### src/verilog/excp_pkg.sv
package excp_pkg;

    localparam int ECODE_W = 6;
    localparam int BADV_W  = 32;

    // code values as in the loongarch estat.ecode field.
    typedef enum logic [ECODE_W-1:0] {
        ecode_none = 6'h00,
        ecode_ale  = 6'h09,
        ecode_sys  = 6'h0b
    } ecode_e;

endpackage

### src/verilog/lsu_pkg.sv
package lsu_pkg;

    localparam int DATA_W = 32;
    localparam int REG_AW = 5;
    localparam int OP_W   = 4;  // nine ops do not fit in three bits.

    typedef enum logic [OP_W-1:0] {
        op_add,
        op_ld_b,
        op_ld_h,
        op_ld_w,
        op_ld_bu,
        op_ld_hu,
        op_st_w,
        op_syscall,
        op_ertn
    } op_e;

    function automatic logic is_load(op_e op);
        return op inside {op_ld_b, op_ld_h, op_ld_w, op_ld_bu, op_ld_hu};
    endfunction

    function automatic logic is_store(op_e op);
        return op == op_st_w;
    endfunction

    // log2 of the access size in bytes.
    function automatic logic [1:0] access_size(op_e op);
        case (op)
            op_ld_h, op_ld_hu: return 2'd1;
            op_ld_w, op_st_w:  return 2'd2;
            default:           return 2'd0;
        endcase
    endfunction

endpackage
### src/verilog/mem_stage.sv
`timescale 1ns/1ps

module mem_stage (
    input  logic                       clk,
    input  logic                       reset,
    input  logic                       es_to_ms_valid,
    input  lsu_pkg::op_e               es_op,
    input  logic [lsu_pkg::REG_AW-1:0] es_dest,
    input  logic                       es_gr_we,
    input  logic [lsu_pkg::DATA_W-1:0] es_result,
    input  logic [lsu_pkg::DATA_W-1:0] es_vaddr,
    input  logic                       es_mem_req,
    input  excp_pkg::ecode_e           es_ecode,
    input  logic                       es_ertn,
    input  logic [lsu_pkg::DATA_W-1:0] es_pc,
    output logic                       ms_allowin,
    input  logic                       ws_allowin,
    input  logic [lsu_pkg::DATA_W-1:0] sram_rdata,
    input  logic                       sram_data_ok,
    input  logic                       flush,
    output logic                       ms_to_ws_valid,
    output logic                       ms_gr_we,
    output logic [lsu_pkg::REG_AW-1:0] ms_dest,
    output logic [lsu_pkg::DATA_W-1:0] ms_final_result,
    output excp_pkg::ecode_e           ms_ecode,
    output logic                       ms_ertn,
    output logic [lsu_pkg::DATA_W-1:0] ms_pc,
    output logic [lsu_pkg::DATA_W-1:0] ms_vaddr,
    output logic                       ms_fwd_valid,
    output logic [lsu_pkg::REG_AW-1:0] ms_fwd_dest,
    output logic [lsu_pkg::DATA_W-1:0] ms_fwd_data,
    output logic                       ms_fwd_blk,
    output logic                       ms_to_es_ex
);
    import lsu_pkg::*;
    import excp_pkg::*;

    logic              ms_valid;
    logic              ms_ready_go;
    op_e               op_r;
    logic [REG_AW-1:0] dest_r;
    logic              gr_we_r, mem_req_r, ertn_r;
    logic [DATA_W-1:0] result_r, vaddr_r, pc_r;
    ecode_e            ecode_r;
    logic [DATA_W-1:0] shifted;
    logic [DATA_W-1:0] mem_result;

    // a memory item waits for its data_ok, anything else is ready at once.
    assign ms_ready_go    = !mem_req_r || sram_data_ok;
    assign ms_allowin     = !ms_valid || ms_ready_go && ws_allowin;
    assign ms_to_ws_valid = ms_valid && ms_ready_go && !flush;

    always_ff @(posedge clk) begin
        if (reset) begin
            ms_valid <= 1'b0;
        end else if (flush) begin
            ms_valid <= 1'b0;
        end else if (ms_allowin) begin
            ms_valid <= es_to_ms_valid;
        end

        if (es_to_ms_valid && ms_allowin) begin
            op_r      <= es_op;
            dest_r    <= es_dest;
            gr_we_r   <= es_gr_we;
            result_r  <= es_result;
            vaddr_r   <= es_vaddr;
            mem_req_r <= es_mem_req;
            ecode_r   <= es_ecode;
            ertn_r    <= es_ertn;
            pc_r      <= es_pc;
        end
    end

    // ******************************
    // load extraction
    // ******************************
    always_comb begin
        shifted = sram_rdata >> {vaddr_r[1:0], 3'b000};
        case (op_r)
            op_ld_b:  mem_result = {{24{shifted[7]}}, shifted[7:0]};
            op_ld_bu: mem_result = {24'b0, shifted[7:0]};
            op_ld_h:  mem_result = {{16{shifted[15]}}, shifted[15:0]};
            op_ld_hu: mem_result = {16'b0, shifted[15:0]};
            default:  mem_result = sram_rdata;
        endcase
    end

    assign ms_final_result = is_load(op_r) ? mem_result : result_r;

    assign ms_gr_we = gr_we_r;
    assign ms_dest  = dest_r;
    assign ms_ecode = ecode_r;
    assign ms_ertn  = ertn_r;
    assign ms_pc    = pc_r;
    assign ms_vaddr = vaddr_r;

    // forward path.
    assign ms_fwd_valid = ms_to_ws_valid && gr_we_r;
    assign ms_fwd_dest  = dest_r;
    assign ms_fwd_data  = ms_final_result;
    assign ms_fwd_blk   = ms_valid && mem_req_r && is_load(op_r) && gr_we_r && !sram_data_ok;
    assign ms_to_es_ex  = ms_valid && (ecode_r != ecode_none || ertn_r);

    a_ok_has_owner: assert property (
        @(posedge clk) disable iff (reset) sram_data_ok |-> ms_valid && mem_req_r
    ) else $error("data_ok with no memory item in ms.");

endmodule

### config.mk
export PLATFORM = sky130hd
export DESIGN_NAME = mem_stage
export DESIGN_NICKNAME = d
export VERILOG_FILES = /design/src/verilog/excp_pkg.sv /design/src/verilog/lsu_pkg.sv /design/src/verilog/mem_stage.sv
export SDC_FILE = /design/constraint.sdc
export NUM_CORES = 1
export LEC_CHECK = 0
export ABC_AREA = 1
export BUFFER_PORTS_ARGS = -buffer_cell sky130_fd_sc_hd__buf_2
export CELL_PAD_IN_SITES_DETAIL_PLACEMENT = 1
export CELL_PAD_IN_SITES_GLOBAL_PLACEMENT = 2
export CORE_MARGIN = 8
export CORE_UTILIZATION = 27
export DETAILED_ROUTE_END_ITERATION = 12
export PLACE_DENSITY_LB_ADDON = 0.1
export SYNTH_ARGS = -nofsm -noshare
export SYNTH_HDL_FRONTEND = slang
export SYNTH_SLANG_ARGS = --single-unit
### constraint.sdc
create_clock -name clk -period 14.5 [get_ports clk]
set_clock_uncertainty 0.15 [all_clocks]
set_input_delay 0.725 -clock clk [delete_from_list [all_inputs] [get_ports clk]]
set_output_delay 0.725 -clock clk [all_outputs]
set_load 0.03 [all_outputs]
Word-level counts from Yosys, hierarchy flattened
Cells that the tools add are included.

Input port bits: 152. Logic and storage cells: 38. Register bits: 115.

Multiplexer cells: 2. Reduce and logical (&&, ||, !) cells: 20. Eq/ne operators: 5. Shift-type cells: 1.

Operators with widths (number): 32-bit case mux with 4 select lines (1); 32-bit 2-to-1 mux (1); 32-bit by 5-bit right shift with 16-bit output (1); 1-bit logical AND (10); 4-bit by 2-bit equality test with 1-bit output (second input constant) (2); 4-bit by 3-bit equality test with 1-bit output (second input constant) (2); 6-bit nonzero test (1); 5-bit nonzero test (1); 4-bit by 1-bit equality test with 1-bit output (second input constant) (1); 1-bit zero test (4); 1-bit logical OR (3); 2-bit OR reduction (1).

Logic depth before layout (Yosys ltp)
Gate-level depths: netlist of run 1.

Depth in word-level cells: 5. Gate-level depth with buffers: 9. Depth with buffers taken out: 8.

Least setup slack after synthesis of run 1
OpenSTA, ideal clock, no wires.

Path type: in2reg. From: input sram_data_ok. To: register mem_req_r, enable pin. Data arrival time: 6312 ps. Stages on the path: 2. Setup slack: 7414 ps. Buffers on the path: 0. Cells stage by stage: o21ai_0 a21oi_1.

Cells in the longest elaborated chain, start to end: 4.

RTL lines: from (decl) (line mem_stage.sv:19) `input logic sram_data_ok,`; 1-bit logical OR (line mem_stage.sv:49) `assign ms_ready_go = !mem_req_r || sram_data_ok;`; 1-bit logical AND (line mem_stage.sv:50) `assign ms_allowin = !ms_valid || ms_ready_go && ws_allowin;`; 1-bit logical OR (line mem_stage.sv:50); 1-bit logical AND (line mem_stage.sv:62) `if (es_to_ms_valid && ms_allowin) begin`; to (signal assigned) (line mem_stage.sv:68) `mem_req_r <= es_mem_req;`; to (decl) (line mem_stage.sv:42) `logic gr_we_r, mem_req_r, ertn_r;`.

No other way between the ends. A chain may end at the register's enable or synchronous reset.

Worst setup path after layout of run 1
From: register op_r[3]. To: output ms_final_result[6] in the netlist's numbering.

Cells in the longest elaborated chain, start to end: 3.

RTL lines: from (decl) (line mem_stage.sv:40) `op_e op_r;`; from (signal assigned) (line mem_stage.sv:63) `op_r <= es_op;`; 4-bit by 3-bit equality test with 1-bit output (tied with other cells) (line lsu_pkg.sv:20, mem_stage.sv:80); 32-bit case mux with 4 select lines or 5-bit nonzero test (tied branches) (line mem_stage.sv:80, lsu_pkg.sv:20); 32-bit 2-to-1 mux * (line mem_stage.sv:89) `assign ms_final_result = is_load(op_r) ? mem_result : result_r;`; to (decl) (line mem_stage.sv:24) `output logic [lsu_pkg::DATA_W-1:0] ms_final_result,`.

Every way passes the cells marked *; elsewhere a longest branch is shown, timed or not.

==> reports/metrics.csv, run 1 <==
metric;value;unit
status;finished, final reports clean;
reg-to-reg startpoint;mem_req_r;
static leakage;0.00363;µW
clock slew at reported path FFs;0.06;ns
DR pass1 iterations;4;
VDD IR-drop max;0.0885;mV
global route overflow;0;
type of origin of the critical path;flip-flop;
CTS tree;built;
Top Ports;303;
Final Hold Viols;0;
first-pass GRT wire length;30.7;mm
Worst Path Required;13.62;ns
Max Slew Vio Count;0;
met1 wire length;8.03;mm
post-route setup TNS;0;ns
antenna violations before repair;9;
Final setup viols;0;
area leader, netlist;edfxtp_1;
Synth cell types;24;
worst-path maximum fanout;35;
Die Width;157;µm
Final Non-Filler Cells;1036;
Synth area leaders;edfxtp_1 64%, nand3_1 8.5%, nand2_1 8.4%;
register bit total from synthesis;115;
synth warn;0;
DRT antenna net count;0;
GPL Wtd Cong;0.778;
row count;51;
post-synth net total;642;
final cycle utilization of the critical path;0.279;
Setup crit start;op_r[3];
Hold WC Path Type;input port to flip-flop;
core footprint;19500;µm²
final core occ;0.381;
met2 wire len;10.1;mm
RSZ-0062 raised after global routing;false;
Seq/Total Area, Yosys;0.644;
Total Power;1020;µW
Fillers;2297;
Worst Tran Pin Value;1.11;ns
headroom to the max-slew limit;0.257;
drc violations;0;
Routed WL per cell;20.0;µm
gr usage total;0.169;
WS Path Type;flip-flop to output port;
H-tree depth;4;
Hold Crit Start;es_vaddr[9];
clock buffer count from CTS;17;
vias in the first global route;5004;
Initial Utilization;0.275;
Pwr Density;137;nW/µm²
final net count;908;
CTS Buffer Depth;2;
min cycle time layout;4.05;ns
DP HPWL;16.6;mm
cell count after synthesis;490;
CTS root buffer;clkbuf_16;
met3 routed WL;2.27;mm
vias;4465;
clock tree sinks;115;
Total Wirelength;20.7;mm
Area Overhead vs Synth;38.9;%
hold_buf cts;0;
Clk Latency, worst-skew pair;0.41;ns
Worst EP arrival;3.17;ns
# placed instances;1002;
post-synth top area share;0.640;
DIE AREA;24600;µm²
I/O Buffers;302;
Die Ht;157;µm
number of vias per cell;4.31;
Synth Area per Inst;10.9;µm²
post-CTS setup buffers;0;
Post-Syn Area;5350;µm²
Setup crit end kind;output port;
Starting DRT DRC Count;202;
share of cells above drive strength 1;0.466;
largest net degree at the start of global routing;71;
highest metal used;met5;
maxcap violations;0;
highest clock rate;247;MHz
post-CTS sizing;0;
-- worst max-delay path, cell delays in order (launching register included) --
cell and delay (ns):
edfxtp_1 0.43, nor2_4 0.69, nand2_2 0.60, nand2_1 0.24, inv_1 0.10, nor2_4 0.24, nand2_1 0.10, nand2_1 0.10
buf_2 0.22
-- logic make-up after synthesis --
kind of cell | count (synthesis) | synth area share
AO/OA/AOI/OAI | 17 | 0.0227
buffers and inverters | 119 | 0.121
flip-flops | 115 | 0.644
AND/OR/NAND/NOR | 239 | 0.212
-- per-stage QoR --
step / cell area (µm²) / hold WS [ns] / setup WS (ns)
final: 7420 / 0.330 / 10.45
after global routing: 7420 / 0.303 / 10.10
after CTS: 7420 / 0.308 / 10.37
after detailed placement: 6810 / 0.490 / 10.83
after global placement: 6810 / 0.469 / 10.89
after floorplan: 5350 / 0.597 / 7.41
-- per-layer routing --
metal | vias up | global-route usage
li1 | 2160 | -
met2 | 190 | 0.277
met3 | 30 | 0.0924
met1 | 2071 | 0.184
met4 | 14 | 0.0513
met5 | - | 0
-- cells in the final DEF (no fill, tap or decap) --
cell	count
buf_2	302
clkbuf_16	17
inv_8	1
inv_4	1
nand3_1	91
nor3_1	2
o211ai_1	14
buf_4	4
nand3_2	11
nor2_4	2
and2_1	1
inv_2	2
diode_2	2
nand2_4	1
inv_1	56
o21ai_0	1
nor2_1	7
clkinvlp_4	3
nand2_1	119
clkinv_4	4
bufinv_16	3
clkinv_1	2
nand2_2	3
inv_6	2
nor2_8	1
a21oi_4	1
dfxtp_1	1
edfxtp_1	114
a31oi_1	1
clkbuf_1	1
nand4_1	1
-- power breakdown --
part / total (µW) / switching [µW] / internal [µW]
Sequential: 396 / 6.71 / 389
Clock: 434 / 162 / 273
Combinational: 187 / 136 / 51.2
-- layout make-up --
| type | count | area, µm² | share of cell area |
|---|---|---|---|
| sequential | 115 | 3440 | 0.464 |
| timing repair buffer | 306 | 1540 | 0.208 |
| multi-input combinational | 256 | 1270 | 0.171 |
| clock buffer | 18 | 429 | 0.0578 |
| tap | 265 | 332 | 0.0447 |
| inverter | 60 | 228 | 0.0307 |
| clock inverter | 14 | 180 | 0.0243 |
| antenna | 2 | 5.00 | 0.000674 |
-- flip-flops by register name, summed over array words and instances (netlist names) --
name and cells:
ms_ertn 1, ms_pc 32, result_r 32, ms_ecode 6, ms_vaddr 32, ms_valid 1, op_r 4, mem_req_r 1
ms_gr_we 1, ms_dest 5
-- cells in the mapped netlist --
cell type / n
nand2_1: 119
edfxtp_1: 114
nand3_1: 91
inv_1: 56
buf_4: 42
buf_2: 14
o211ai_1: 14
nand3_2: 11
nor2_1: 7
buf_6: 3
nand2_2: 3
inv_2: 2
nor2_4: 2
nor3_1: 2
a21oi_1: 1
a31oi_1: 1
and2_1: 1
clkinv_1: 1
dfxtp_1: 1
inv_4: 1
nand2_4: 1
nand4_1: 1
nor2_8: 1
o21ai_0: 1
-- final timing paths --
path                        end  slack (ns)  depth (start not counted)
max          ms_final_result[6]       10.45                          8
min                 ms_vaddr[9]        0.33                          1
max reg2reg        result_r[23]       11.48                          5
min reg2reg            ms_valid        0.49                          4
Note: power is estimated with default switching activity, not from simulation.
==> inputs of run 2 (changes only) <==
--- a/config.mk
+++ b/config.mk
@@ -10,7 +10,7 @@
 export CELL_PAD_IN_SITES_DETAIL_PLACEMENT = 1
 export CELL_PAD_IN_SITES_GLOBAL_PLACEMENT = 2
 export CORE_MARGIN = 8
-export CORE_UTILIZATION = 27
+export CORE_UTILIZATION = 25
 export DETAILED_ROUTE_END_ITERATION = 12
 export PLACE_DENSITY_LB_ADDON = 0.1
 export SYNTH_ARGS = -nofsm -noshare
==> constraint.sdc (replaced) <==
create_clock -name clk -period 3.9 [get_ports clk]
set_clock_uncertainty 0.15 [all_clocks]
set_input_delay 0.195 -clock clk [delete_from_list [all_inputs] [get_ports clk]]
set_output_delay 0.195 -clock clk [all_outputs]
set_load 0.03 [all_outputs]
==> run 2 against run 1 <==
- worst setup slack got worse by 9.7 ns
- routed wire length increased by 9.5%
- flip-flop and latch count stayed put
- power rose to 3.9 times the previous value
- register-to-register slack got worse by 9.5 ns
- final cell count increased by 12%
- critical endpoint is now ms_fwd_data[9]
- utilization up 3.0 points
- critical path depth fell by 1
- global-route usage is essentially flat
- clock power rose to 3.9 times the previous value
- final area rose by 16%
- largest power group unchanged
==> reports/metrics.csv, run 2 (synthesis gave the netlist of run 1 again) <==
metric;value;unit;change
status;finished, final reports clean;;unchanged
largest net degree at the start of global routing;115;;was 71
core footprint;21000;µm²;was 19500 µm²
worst hold slack;0.333;ns;was 0.330 ns
DP HPWL;16.3;mm;was 16.6 mm
Worst Tran Pin Value;0.711;ns;was 1.11 ns
Total Power;3950;µW;was 1020 µW
H-tree depth;4;;unchanged
final core occ;0.411;;was 0.381
Worst EP arrival;2.76;ns;was 3.17 ns
highest clock rate;322;MHz;
headroom to the max-slew limit;0.526;;was 0.257
number of vias per cell;4.31;;about the same
Die Ht;162;µm;was 157 µm
first-pass GRT wire length;33.5;mm;was 30.7 mm
GPL Wtd Cong;0.744;;was 0.778
worst-path maximum fanout;27;;was 35
Pwr Density;457;nW/µm²;was 137 nW/µm²
share of cells above drive strength 1;0.408;;was 0.466
Max Slew Vio Count;0;;unchanged
Fillers;2391;;was 2297
DIE AREA;26300;µm²;was 24600 µm²
gr usage total;0.168;;was 0.169
slowest CP cell;nand3_2;;was nor2_4
type of origin of the critical path;flip-flop;;unchanged
final cycle utilization of the critical path;0.797;;
final net count;1027;;was 908
min cycle time layout;3.11;ns;
Hold WC Path Type;input port to flip-flop;;unchanged
Clk Latency, worst-skew pair;0.41;ns;about the same
CP Cell Sequence;buf_4, inv_2, nand2_1, nand3_1, nand3_2, nand3_1, buf_2;;was nor2_4, nand2_2, nand2_1, inv_1, nor2_4, nand2_1, nand2_1, buf_2
CTS tree;built;;unchanged
Routed WL per cell;19.5;µm;was 20.0 µm
antenna violations before repair;1;;was 9
post-CTS setup buffers;0;;unchanged
Worst Path Required;3.56;ns;was 13.62 ns
global route overflow;0;;unchanged
post-route setup TNS;0;ns;unchanged
most frequent cells in the layout;302 x buf_2, 119 x nand2_1, 117 x dlygate4sd3_1, 114 x edfxtp_1, 91 x nand3_1;;was 302 x buf_2, 119 x nand2_1, 114 x edfxtp_1, 91 x nand3_1, 56 x inv_1
DRT antenna net count;0;;unchanged
static leakage;0.00415;µW;was 0.00363 µW
CTS Buffer Depth;2;;unchanged
CTS root buffer;clkbuf_16;;unchanged
Max stage delay on crit path;0.57;ns;was 0.69 ns
Starting DRT DRC Count;188;;was 202
WS Path Type;flip-flop to output port;;unchanged
DR pass1 iterations;4;;unchanged
Final Hold Viols;0;;unchanged
Crit path top cell by count;nand3_1;;was nand2_1
Final Non-Filler Cells;1164;;was 1036
VDD IR-drop max;0.320;mV;was 0.0885 mV
Die Width;162;µm;was 157 µm
Final setup viols;0;;unchanged
I/O Buffers;302;;unchanged
Initial Utilization;0.254;;was 0.275
Top Ports;303;;unchanged
Setup crit end kind;output port;;unchanged
row count;53;;was 51
drc violations;0;;unchanged
Area Overhead vs Synth;61.8;%;was 38.9%
clock tree sinks;115;;unchanged
RSZ-0062 raised after global routing;false;;unchanged
# placed instances;1014;;was 1002
maxcap violations;0;;unchanged
Total Wirelength;22.7;mm;was 20.7 mm
vias in the first global route;5701;;was 5004
commonest non-fill, non-tap cell in the layout;buf_2;;unchanged
vias;5013;;was 4465
clock buffer count from CTS;17;;unchanged
clock slew at reported path FFs;0.06;ns;about the same
==> run 2: path summary, 6_finish.rpt <==
path                    endpoint  slack, ns        start  cells past startpoint
setup / recovery  ms_fwd_data[9]       0.79  ms_vaddr[0]                      7
hold / removal          ms_pc[2]       0.33     es_pc[2]                      2
setup reg to reg    result_r[29]       1.99    mem_req_r                      4
hold reg to reg     result_r[15]       0.88     ms_valid                      2
==> run 2: what timing repair did <==
item | CTS | global route
hold buffers | 117 | 0
endpoints found under the setup margin | 0 | 0
resized for setup | 0 | 0
hold endpoints to repair | 115 | 0
==> run 2: area by class of cell <==
| class | count | area [µm²] | area share |
|---|---|---|---|
| clock inverters | 15 | 198 | 0.0229 |
| clock buffers | 17 | 425 | 0.0492 |
| well taps | 275 | 344 | 0.0398 |
| diodes | 1 | 2.50 | 0.000289 |
| repair buffers | 425 | 2740 | 0.317 |
| flip-flops and latches | 115 | 3440 | 0.398 |
| inverters | 60 | 228 | 0.0263 |
| multi-input cells | 256 | 1270 | 0.146 |
==> run 2: power by group <==
group	total, µW	internal, µW	switching, µW
logic	795	270	525
clock network	1680	1030	657
registers	1470	1450	26.4
==> run 2: per-layer routing <==
layer / global-route usage / wire (µm)
met5: 0 / 0
met3: 0.0699 / 2270
met1: 0.179 / 8650
met2: 0.292 / 11400
met4: 0.0627 / 384
==> run 2: metrics by stage <==
stage          cell area (µm²)  setup slack, ns
6_report                  8650            0.792
5_1_grt                   8650            0.563
4_1_cts                   8640            0.725
3_5_place_dp              6850             1.18
3_3_place_gp              6850             1.34
2_1_floorplan             5360            0.808
==> run 2: critical path: cells and delay by family (launching register included) <==
family                 cells  cell delay (ns)
flip-flops                 1             0.35
AND/OR/NAND/NOR            4             1.17
buffers and inverters      3             0.81
