<file path="src/verilog/excp_pkg.sv">
package excp_pkg;

    localparam int ECODE_W = 6;
    localparam int BADV_W  = 32;

    // code values as in the loongarch estat.ecode field.
    typedef enum logic [ECODE_W-1:0] {
        ecode_none = 6'h00,
        ecode_ale  = 6'h09,
        ecode_sys  = 6'h0b
    } ecode_e;

endpackage

</file>
<file path="src/verilog/lsu_pkg.sv">
package lsu_pkg;

    localparam int DATA_W = 32;
    localparam int REG_AW = 5;
    localparam int OP_W   = 4;  // nine ops do not fit in three bits.

    typedef enum logic [OP_W-1:0] {
        op_add,
        op_ld_b,
        op_ld_h,
        op_ld_w,
        op_ld_bu,
        op_ld_hu,
        op_st_w,
        op_syscall,
        op_ertn
    } op_e;

    function automatic logic is_load(op_e op);
        return op inside {op_ld_b, op_ld_h, op_ld_w, op_ld_bu, op_ld_hu};
    endfunction

    function automatic logic is_store(op_e op);
        return op == op_st_w;
    endfunction

    // log2 of the access size in bytes.
    function automatic logic [1:0] access_size(op_e op);
        case (op)
            op_ld_h, op_ld_hu: return 2'd1;
            op_ld_w, op_st_w:  return 2'd2;
            default:           return 2'd0;
        endcase
    endfunction

endpackage
</file>
<file path="src/verilog/wb_stage.sv">
`timescale 1ns/1ps

module wb_stage (
    input  logic                       clk,
    input  logic                       reset,
    input  logic                       ms_to_ws_valid,
    input  logic                       ms_gr_we,
    input  logic [lsu_pkg::REG_AW-1:0] ms_dest,
    input  logic [lsu_pkg::DATA_W-1:0] ms_final_result,
    input  excp_pkg::ecode_e           ms_ecode,
    input  logic                       ms_ertn,
    input  logic [lsu_pkg::DATA_W-1:0] ms_pc,
    input  logic [lsu_pkg::DATA_W-1:0] ms_vaddr,
    output logic                       ws_allowin,
    input  logic [lsu_pkg::REG_AW-1:0] rf_raddr1,
    input  logic [lsu_pkg::REG_AW-1:0] rf_raddr2,
    output logic [lsu_pkg::DATA_W-1:0] rf_rdata1,
    output logic [lsu_pkg::DATA_W-1:0] rf_rdata2,
    output logic                       ws_fwd_valid,
    output logic [lsu_pkg::REG_AW-1:0] ws_fwd_dest,
    output logic [lsu_pkg::DATA_W-1:0] ws_fwd_data,
    output logic                       flush,
    output logic                       retire_valid,
    output logic [lsu_pkg::DATA_W-1:0] retire_pc,
    output logic                       retire_we,
    output logic [lsu_pkg::REG_AW-1:0] retire_dest,
    output logic [lsu_pkg::DATA_W-1:0] retire_data,
    output logic                       excp_valid,
    output excp_pkg::ecode_e           excp_ecode,
    output logic [excp_pkg::BADV_W-1:0] excp_badv,
    output logic [lsu_pkg::DATA_W-1:0] excp_pc,
    output logic                       ertn_valid
);
    import lsu_pkg::*;
    import excp_pkg::*;

    logic              ws_valid;
    logic              gr_we_r, ertn_r, ws_ex, rf_we;
    logic [REG_AW-1:0] dest_r;
    logic [DATA_W-1:0] result_r, pc_r, vaddr_r;
    ecode_e            ecode_r;
    logic [DATA_W-1:0] rf [2**REG_AW];

    assign ws_allowin = 1'b1;

    always_ff @(posedge clk) begin
        if (reset) begin
            ws_valid <= 1'b0;
        end else begin
            ws_valid <= ms_to_ws_valid;
        end

        if (ms_to_ws_valid) begin
            gr_we_r  <= ms_gr_we;
            dest_r   <= ms_dest;
            result_r <= ms_final_result;
            ecode_r  <= ms_ecode;
            ertn_r   <= ms_ertn;
            pc_r     <= ms_pc;
            vaddr_r  <= ms_vaddr;
        end
    end

    // ******************************
    // register file
    // ******************************
    assign rf_we = retire_valid && gr_we_r;

    always_ff @(posedge clk) begin
        if (rf_we && dest_r != '0) begin
            rf[dest_r] <= result_r;
        end
    end

    assign rf_rdata1 = (rf_raddr1 == '0) ? '0 : rf[rf_raddr1];  // r0 reads zero.
    assign rf_rdata2 = (rf_raddr2 == '0) ? '0 : rf[rf_raddr2];

    assign ws_fwd_valid = rf_we;
    assign ws_fwd_dest  = dest_r;
    assign ws_fwd_data  = result_r;

    // retire and event reporting.
    assign ws_ex        = ecode_r != ecode_none;
    assign retire_valid = ws_valid && !ws_ex && !ertn_r;
    assign retire_pc    = pc_r;
    assign retire_we    = gr_we_r;
    assign retire_dest  = dest_r;
    assign retire_data  = result_r;
    assign excp_valid   = ws_valid && ws_ex;
    assign excp_ecode   = ecode_r;
    assign excp_badv    = vaddr_r;
    assign excp_pc      = pc_r;
    assign ertn_valid   = ws_valid && ertn_r;
    assign flush        = excp_valid || ertn_valid;

    a_one_event: assert property (
        @(posedge clk) disable iff (reset) !(excp_valid && ertn_valid)
    ) else $error("exception and ertn reported together.");

endmodule

</file>
<file path="config.mk">
export PLATFORM = sky130hd
export DESIGN_NAME = wb_stage
export DESIGN_NICKNAME = d
export VERILOG_FILES = /design/src/verilog/excp_pkg.sv /design/src/verilog/lsu_pkg.sv /design/src/verilog/wb_stage.sv
export SDC_FILE = /design/constraint.sdc
export NUM_CORES = 1
export LEC_CHECK = 0
export BUFFER_PORTS_ARGS = -buffer_cell sky130_fd_sc_hd__buf_4
export CELL_PAD_IN_SITES_DETAIL_PLACEMENT = 1
export CELL_PAD_IN_SITES_GLOBAL_PLACEMENT = 2
export CORE_UTILIZATION = 38
export CTS_BUF_LIST = sky130_fd_sc_hd__clkbuf_4 sky130_fd_sc_hd__clkbuf_8
export DETAILED_ROUTE_END_ITERATION = 6
export GPL_ROUTABILITY_DRIVEN = 0
export GPL_TIMING_DRIVEN = 0
export PLACE_DENSITY = 0.77
export SLEW_MARGIN = 0
export SYNTH_ARGS = -nofsm -noshare
export SYNTH_HDL_FRONTEND = slang
export SYNTH_SLANG_ARGS = --single-unit
</file>
<file path="constraint.sdc">
create_clock -name clk -period 7.6 [get_ports clk]
set_input_delay 1.52 -clock clk [delete_from_list [all_inputs] [get_ports clk]]
set_output_delay 1.52 -clock clk [all_outputs]
set_load 0.005 [all_outputs]
</file>
### Word-level counts from Yosys, hierarchy flattened

Memories as Yosys holds them, arrays and structs flattened.
Index checks and enable logic that the tools add are counted.

| word-level totals | value |
|---|---|
| input bits | 122 |
| memory bits (writable) | 1024 |
| memory bits (read-only) | 0 |
| bits in registers | 110 |
| logic and storage cells | 26 |
| memories | 1 |
| bits in latches | 0 |
| output and inout bits | 247 |

Memory list:

| memory | words | bits a word | read ports | clocked after memory_dff | write ports | line | source |
|---|---|---|---|---|---|---|---|
| rf | 32 | 32 | 2 | 0 | 1 | wb_stage.sv:42 | `logic [DATA_W-1:0] rf [2**REG_AW];` |

| operators by class | value |
|---|---|
| div/mod/pow operators | 0 |
| equal/unequal tests | 0 |
| mux-type cells | 4 |
| reductions and logical operators | 13 |
| add/subtract/negate cells | 0 |
| bitwise gates (word level) | 0 |
| shift operators | 0 |
| magnitude comparators | 0 |
| multiply operators | 0 |

Operators with widths:

| cell | number |
|---|---|
| 2-to-1 mux 32 bit | 2 |
| zero test 5 bit | 2 |
| logical AND 1 bit | 6 |
| nonzero test 6 bit | 1 |
| nonzero test 5 bit | 1 |
| zero test 1 bit | 2 |
| 2-to-1 mux 1 bit | 2 |
| logical OR 1 bit | 1 |

### Longest topological paths before layout

Gate-level depths: netlist of run 1.

| depth | value |
|---|---|
| word-level depth | 8 |
| gate-level depth with buffers | 9 |
| mapped depth without buffers | 4 |

### Worst setup path before layout of run 1

OpenSTA, ideal clock, no wires.

| timing path | value |
|---|---|
| path type | input to output |
| start point | input port rf_raddr2[2] (netlist name) |
| end point | output port rf_rdata2[17] (netlist name) |
| required time | 6.080 ns |
| cell stages on the path | 7 |
| data arrival time | 3.102 ns |
| setup slack | 2.978 ns |
| path buffers | 3 |
| path through | buf_2 > buf_2 > clkbuf_1 > mux4_2 > a22o_1 > a2111oi_0 > nor3_1 |

| on the way | value |
|---|---|
| longest elaborated chain between the ends | 2 |
| elaborated cells on any way between the ends | 3 |
| classes of those cells | 1 x mux; 1 x reduce/logical; 1 x memory |

Ends and longest elaborated chain:

| element | line | source |
|---|---|---|
| from (decl) | wb_stage.sv:16 | `input logic [lsu_pkg::REG_AW-1:0] rf_raddr2,` |
| memory (32 x 32 bit) / zero test 5 bit (equally long branches) | - |  |
| 2-to-1 mux 32 bit * | wb_stage.sv:76 | `assign rf_rdata2 = (rf_raddr2 == '0) ? '0 : rf[rf_raddr2];` |
| to (decl) | wb_stage.sv:18 | `output logic [lsu_pkg::DATA_W-1:0] rf_rdata2,` |

Every way passes the cells marked *; elsewhere a longest branch is shown, timed or not.

### Worst setup path in the final report of run 1

| timing path | value |
|---|---|
| start point | input port rf_raddr2[2] (netlist name) |
| end point | output port rf_rdata2[1] (netlist name) |

Same word-level chain as after synthesis.

==> impl_metrics.csv, run 1 <==
group,metric,value,unit
die,fp.dieW,368,um
outcome,violations,"DRC, capacitance limit, slew limit",
setup_path,cp_max_fo,10,
sta,setup_viol,0,
layout,drive_gt1_share,41.4,%
placed_design,portBuffers,361,
sta,fmax,147,MHz
pwr,ir_drop,0.143,mV
setup_path,worstPathArrival,5.30,ns
global_routing,grt_pass1_wl,261000,um
clock_network,clockRootBuffer,"clkbuf_8",
placed_design,dp.final_hpwl,138000,um
setup_path,critPathKind,"in -> out",
sta,rsz0062_at_grt,"no",
setup_path,rr_worst_depth,6,
logic_synthesis,yosys_most_used_dff,"edfxtp_1",
pwr,power_density,232,nW/um^2
logic_synthesis,avgSynthCellArea,19.9,um^2
hold_path,hold_end,"rf[13][22]",
global_routing,grt_max_degree,92,
pwr,power,14.3,mW
clock_network,numCtsBuffers,194,
setup_path,rr_endpoint,"rf[17][17]",
routing,dr_total_vias,31900,
layout,areaGrowthSynthToFinish,21.2,%
die,start_util,38.3,%
hold_path,hold_class,"reg -> reg",
logic_synthesis,ys_ff_latch,1134,
clock_network,postCtsSetupRepairBufs,0,
die,rows,134,
logic_synthesis,synth_fa_ha_area_share,0,%
logic_synthesis,synth_top_family_by_area,"multiplexers",
logic_synthesis,synth_seq_area_share,66.7,%
logic_synthesis,yosysWarnings,0,
logic_synthesis,synth_xor_area_share,0,%
routing,wl,193000,um
sta,worst_pin_slew,1.55,ns
layout,postLayoutCoreUtil,46.4,%
global_routing,grt_pass1_vias,32000,
clock_network,cts_max_path_buffers,3,
sta,hold_viol_final,0,
die,die_h,368,um
global_routing,antenna_found_initial,12,
clock_network,clkTransAtPathRegs,0.06,ns
sta,post-route-min-period,6.82,ns
placed_design,place_area,57800,um^2
clock_network,htree_num_levels,4,
sta,drv_slew,4,
clock_network,ctsHoldBuffers,0,
sta,fin_worst_skew,0.0330,ns
clock_network,cts_resized,0,
logic_synthesis,syn_area,51000,um^2
setup_path,rr_startpoint,"excp_ecode[3]",
logic_synthesis,synth_edf_count,1133,
setup_path,startpoint_type,"primary input",
sta,slew_headroom,-4.02,%
setup_path,critical-path-top-delay-family,"buffers and inverters",
job,cap_violations,3,
routing,avgRoutedWirePerCell,37.6,um
logic_synthesis,ys_async_sr_fraction,0,%
outcome,status,"complete, but fails checks",
setup_path,cp_common_cell,"buf_2",
die,core,133000,um^2
setup_path,critPathRequiredTime,6.08,ns
routing,drc,1,
logic_synthesis,synth-simple-area-share,1.61,%
setup_path,critPathBufInv,4,
hold_path,hold_depth,1,
global_routing,overflow,0,
clock_network,tritoncts,"yes",
setup_path,slowest_delay,1.16,ns
sta,period_share,89.7,%
global_routing,grtUsageTotal,28.1,%
setup_path,r2r_slack,3.80,ns
hold_path,min_from,"retire_data[22]",
layout,fin_area,61800,um^2
sta,setup-tns-final,0,ns
setup_path,crit_chain,"buf_2, buf_2, clkbuf_1, mux4_2, a22o_1, a2111oi_0, nor3_1, buf_4",
logic_synthesis,synth_cell_types,48,
die,dieArea,136000,um^2
sta,hold_slack,0.713,ns
pwr,p_leak,21.0,nW
setup_path,crit_slowest_cell,"a2111oi_0",
clock_network,cts_sinks,1134,
clock_network,worst_skew_pair.late_latency,0.91,ns
setup_path,end_kind,"output port",
die,pin_count,369,
logic_synthesis,synth_compound_area_share,4.92,%
routing,routed_via_density,6.20,
routing,firstDrtPassIters,7,
logic_synthesis,synth_mux_area_share,23.5,%
setup_path,worst-path-stages,8,
logic_synthesis,synthCells,2564,
routing,final_antenna_net_count,0,
routing,drt-initial-drc-count,4625,
layout,layout.nets,3341,
## sequential cells by signal (all words and copies together) (netlist names)
name and count:
rf 1024, excp_pc 32, retire_data 32, excp_ecode 6
excp_badv 32, retire_we 1, retire_dest 5, ertn_r 1
ws_valid 1
## logic make-up after synthesis
family,after synthesis
AO/OA/AOI/OAI,310
buffers and inverters,297
AND/OR/NAND/NOR,157
other,2
flip-flops,1134
multiplexers,664
## cell usage after synthesis (all sizes together) (26+ instances only)
cell type | instances | area [um^2]
mux4 | 424 | 9550
buf | 177 | 1190
o22ai | 56 | 350
edfxtp | 1133 | 34000
clkbuf | 94 | 354
mux2i | 215 | 2150
nor3 | 32 | 165
a22o | 69 | 604
o221ai | 31 | 272
a2111oi | 31 | 359
inv | 26 | 97.6
a211oi | 45 | 338
nor2 | 60 | 225
## cell type report
class                   count  area [um^2]
fillers                 12600        71500
flip-flops and latches   1134        34000
multi-input cells        1164        15700
repair buffers            428         4340
clock buffers             256         3150
well taps                1768         2210
plain buffers             271         1550
clock inverters            90          741
inverters                  26         97.6
diodes                      7         17.5
## placed cells by master (no fill, tap or decap), drive strengths merged, types with 3 or more instances in the layout
cell	count
edfxtp	1133
buf	605
mux4	424
clkbuf	350
mux2i	215
a22o	69
clkinv	64
nor2	60
o22ai	56
a211oi	45
conb	33
nor3	32
inv	32
o221ai	31
a2111oi	31
a21oi	25
mux2	25
a211o	25
a221oi	24
nor2b	19
bufinv	12
nor4	9
clkinvlp	8
diode	7
nand2	6
nand2b	5
nand3b	4
or2	4
nand3	3
and2	3
## metrics by stage
stage          instances  worst slack [ns]
6_report            5144             0.783
3_3_place_gp        4724             0.836
2_1_floorplan       2595              2.98
5_1_grt             5138             0.796
4_1_cts             5132             0.891
3_5_place_dp        4786             0.897
## per-layer routing
layer	global-route usage, %	wire [um]	vias up
met5	0	26	-
met3	9.63	23800	400
met2	41.7	85200	2185
met4	13.1	10200	4
met1	37.2	74300	17000
li1	-	-	12300
## power breakdown
group | total (mW) | switching (mW) | internal [mW]
Clock | 5.70 | 2.60 | 3.10
Combinational | 1.52 | 0.887 | 0.633
Sequential | 7.12 | 0.118 | 7.00
## worst max-delay path by stage
stage | to | slack [ns] | from
floorplan | rf_rdata2[17] | 2.98 | rf_raddr2[2]
global placement | rf_rdata2[1] | 0.84 | rf_raddr2[2]
detailed placement | rf_rdata2[1] | 0.90 | rf_raddr2[2]
CTS | rf_rdata2[1] | 0.89 | rf_raddr2[2]
global route | rf_rdata2[1] | 0.80 | rf_raddr2[2]
finish | rf_rdata2[1] | 0.78 | rf_raddr2[2]
Power figures use the tool's default switching activity.
==> run 2: changes to the inputs <==
- CORE_UTILIZATION: 38 -> 50
- PLACE_DENSITY: 0.77 -> 0.94
==> run 2 against run 1 <==
  * Sequential share of layout area grew 0.96 points
  * Power shrank 2.6%
  * Critical endpoint is now rf_rdata1[9]
  * The flow finishes with violations (capacitance limit, slew limit)
  * Fmax shrank 3.2%
  * Via count grew 4.3%
  * Final cell count shrank 8.5%
  * Combinational power shrank 3%
  * Sequential cell count is the same
  * Hold slack gained 0.046 ns
  * Die area shrank 24%
  * Register-to-register slack lost 0.02 ns
  * Utilization grew 14 points
  * Design area shrank 1.7%
==> impl_metrics.csv, run 2 (same netlist as run 1, synthesis figures left out) <==
group,metric,value,unit
setup_path,end_kind,"output port",
sta,drv_slew,34,
die,dieArea,103000,um^2
sta,setup_viol,0,
layout,largest_reg_flops,1024,
die,fp.dieW,321,um
clock_network,ctsHoldBuffers,0,
clock_network,worst_skew_pair.late_latency,0.94,ns
setup_path,rr_worst_depth,5,
setup_path,critical-path-top-delay-family,"buffers and inverters",
setup_path,startpoint,"rf_raddr1[2]",
sta,fin_worst_skew,0.0562,ns
pwr,power_switching,3.60,mW
sta,post-route-min-period,7.04,ns
routing,firstDrtPassIters,6,
sta,period_share,92.6,%
pwr,internal_power,10.4,mW
routing,dr_total_vias,33300,
setup_path,r2r_slack,3.78,ns
setup_path,worstPathArrival,5.52,ns
sta,setup-tns-final,0,ns
hold_path,min_from,"reset",
sta,fmax,142,MHz
setup_path,crit_slowest_cell,"clkbuf_1",
die,rows,116,
routing,drt-initial-drc-count,5760,
clock_network,postCtsSetupRepairBufs,0,
layout,multi_input_area,15700,um^2
sta,worst_pin_slew,1.50,ns
layout,layout_commonest_cell,"edfxtp_1",
setup_path,crit_chain,"buf_2, clkbuf_1, buf_1, mux4_2, mux2i_1, o22ai_1, a211o_1, buf_4",
die,pin_count,369,
global_routing,antenna_found_initial,13,
clock_network,cts_resized,0,
global_routing,grt_pass1_wl,263000,um
routing,final_antenna_net_count,0,
global_routing,grt_pass1_vias,34000,
layout,regMostFlops,"rf",
clock_network,clockRootBuffer,"clkbuf_8",
sta,slew_headroom,-0.165,%
outcome,status,"complete, but fails checks",
clock_network,htree_num_levels,4,
job,cap_violations,1,
outcome,violations,"capacitance limit, slew limit",
routing,wl,192000,um
global_routing,grtUsageTotal,37.2,%
pwr,ir_drop,0.173,mV
layout,postLayoutCoreUtil,60.4,%
die,die_h,321,um
clock_network,clkTransAtPathRegs,0.06,ns
clock_network,tritoncts,"yes",
layout,layout.nets,3323,
die,start_util,50.7,%
routing,avgRoutedWirePerCell,40.8,um
global_routing,overflow,0,
layout,seqCellArea,34000,um^2
global_routing,grt_max_degree,111,
routing,drc,0,
routing,routed_via_density,7.07,
pwr,p_comb_share,10.6,%
setup_path,rr_endpoint,"rf[18][25]",
setup_path,critPathRequiredTime,6.08,ns
setup_path,critPathKind,"in -> out",
setup_path,slowest_delay,0.85,ns
pwr,switching_share,25.8,%
clock_network,numCtsBuffers,186,
pwr,p_leak,20.7,nW
setup_path,rr_startpoint,"excp_ecode[3]",
pwr,pwr-share-clk,38.3,%
setup_path,worst-path-stages,8,
clock_network,cts_sinks,1134,
setup_path,startpoint_type,"primary input",
setup_path,cp_max_fo,10,
layout,nFillCells,8664,
clock_network,cts_max_path_buffers,3,
sta,rsz0062_at_grt,"no",
layout,mostFrequentLayoutCells,"edfxtp_1 (1133), buf_4 (450), mux4_2 (424)",
setup_path,critPathBufInv,4,
hold_path,hold_depth,2,
placed_design,dp.final_hpwl,132000,um
placed_design,portBuffers,361,
hold_path,hold_class,"in -> reg",
layout,areaGrowthSynthToFinish,19.1,%
hold_path,hold_end,"ws_valid",
pwr,power_density,230,nW/um^2
die,core,101000,um^2
pwr,p_seq_share,51.1,%
sta,hold_viol_final,0,
layout,drive_gt1_share,40.9,%
run 2: metal layers:
layer | GRT usage [%] | vias to the layer above | wire length [um]
met5 | 1.47 | - | 267
met4 | 25.0 | 12 | 14900
met1 | 46.5 | 17100 | 64000
met2 | 53.9 | 3233 | 84600
li1 | - | 12300 | -
met3 | 14.3 | 657 | 28500
run 2: worst max-delay path by stage:
stage	end	slack, ns
4_1_cts	rf_rdata2[6]	0.87
3_5_place_dp	rf_rdata2[6]	0.92
2_1_floorplan	rf_rdata2[17]	2.98
5_1_grt	rf_rdata1[9]	0.66
3_3_place_gp	rf_rdata2[6]	1.00
6_report	rf_rdata1[9]	0.56
run 2: per-stage QoR:
stage / cells / power, mW / hold slack, ns / cell area [um^2] / worst slack, ns
floorplan: 2595 / 7.85 / 0.906 / 51100 / 2.98
global placement: 4313 / 8.57 / 1.19 / 55500 / 1.00
detailed placement: 4352 / 8.64 / 1.03 / 56700 / 0.917
CTS: 4684 / 13.9 / 0.699 / 60300 / 0.874
global route: 4705 / 14.2 / 0.748 / 60800 / 0.659
finish: 4706 / 14.0 / 0.759 / 60800 / 0.560
run 2: area by class of cell:
class                      count  share of cell area, %
clock inverter                97                   1.11
sequential                  1134                   56.0
multi-input combinational   1164                   25.8
tap                         1357                   2.79
inverter                      26                  0.161
clock buffer                 235                   4.82
timing repair buffer         418                   6.73
buffer                       271                   2.55
antenna                        4                 0.0165
run 2: power by group through the flow:
| stage | clock [mW] | sequential, mW | combinational, mW |
|---|---|---|---|
| floorplan | 0 | 7.22 | 0.628 |
| global placement | 0 | 7.32 | 1.25 |
| detailed placement | 0 | 7.32 | 1.32 |
| CTS | 5.36 | 7.19 | 1.33 |
| global route | 5.58 | 7.14 | 1.49 |
| finish | 5.35 | 7.14 | 1.48 |
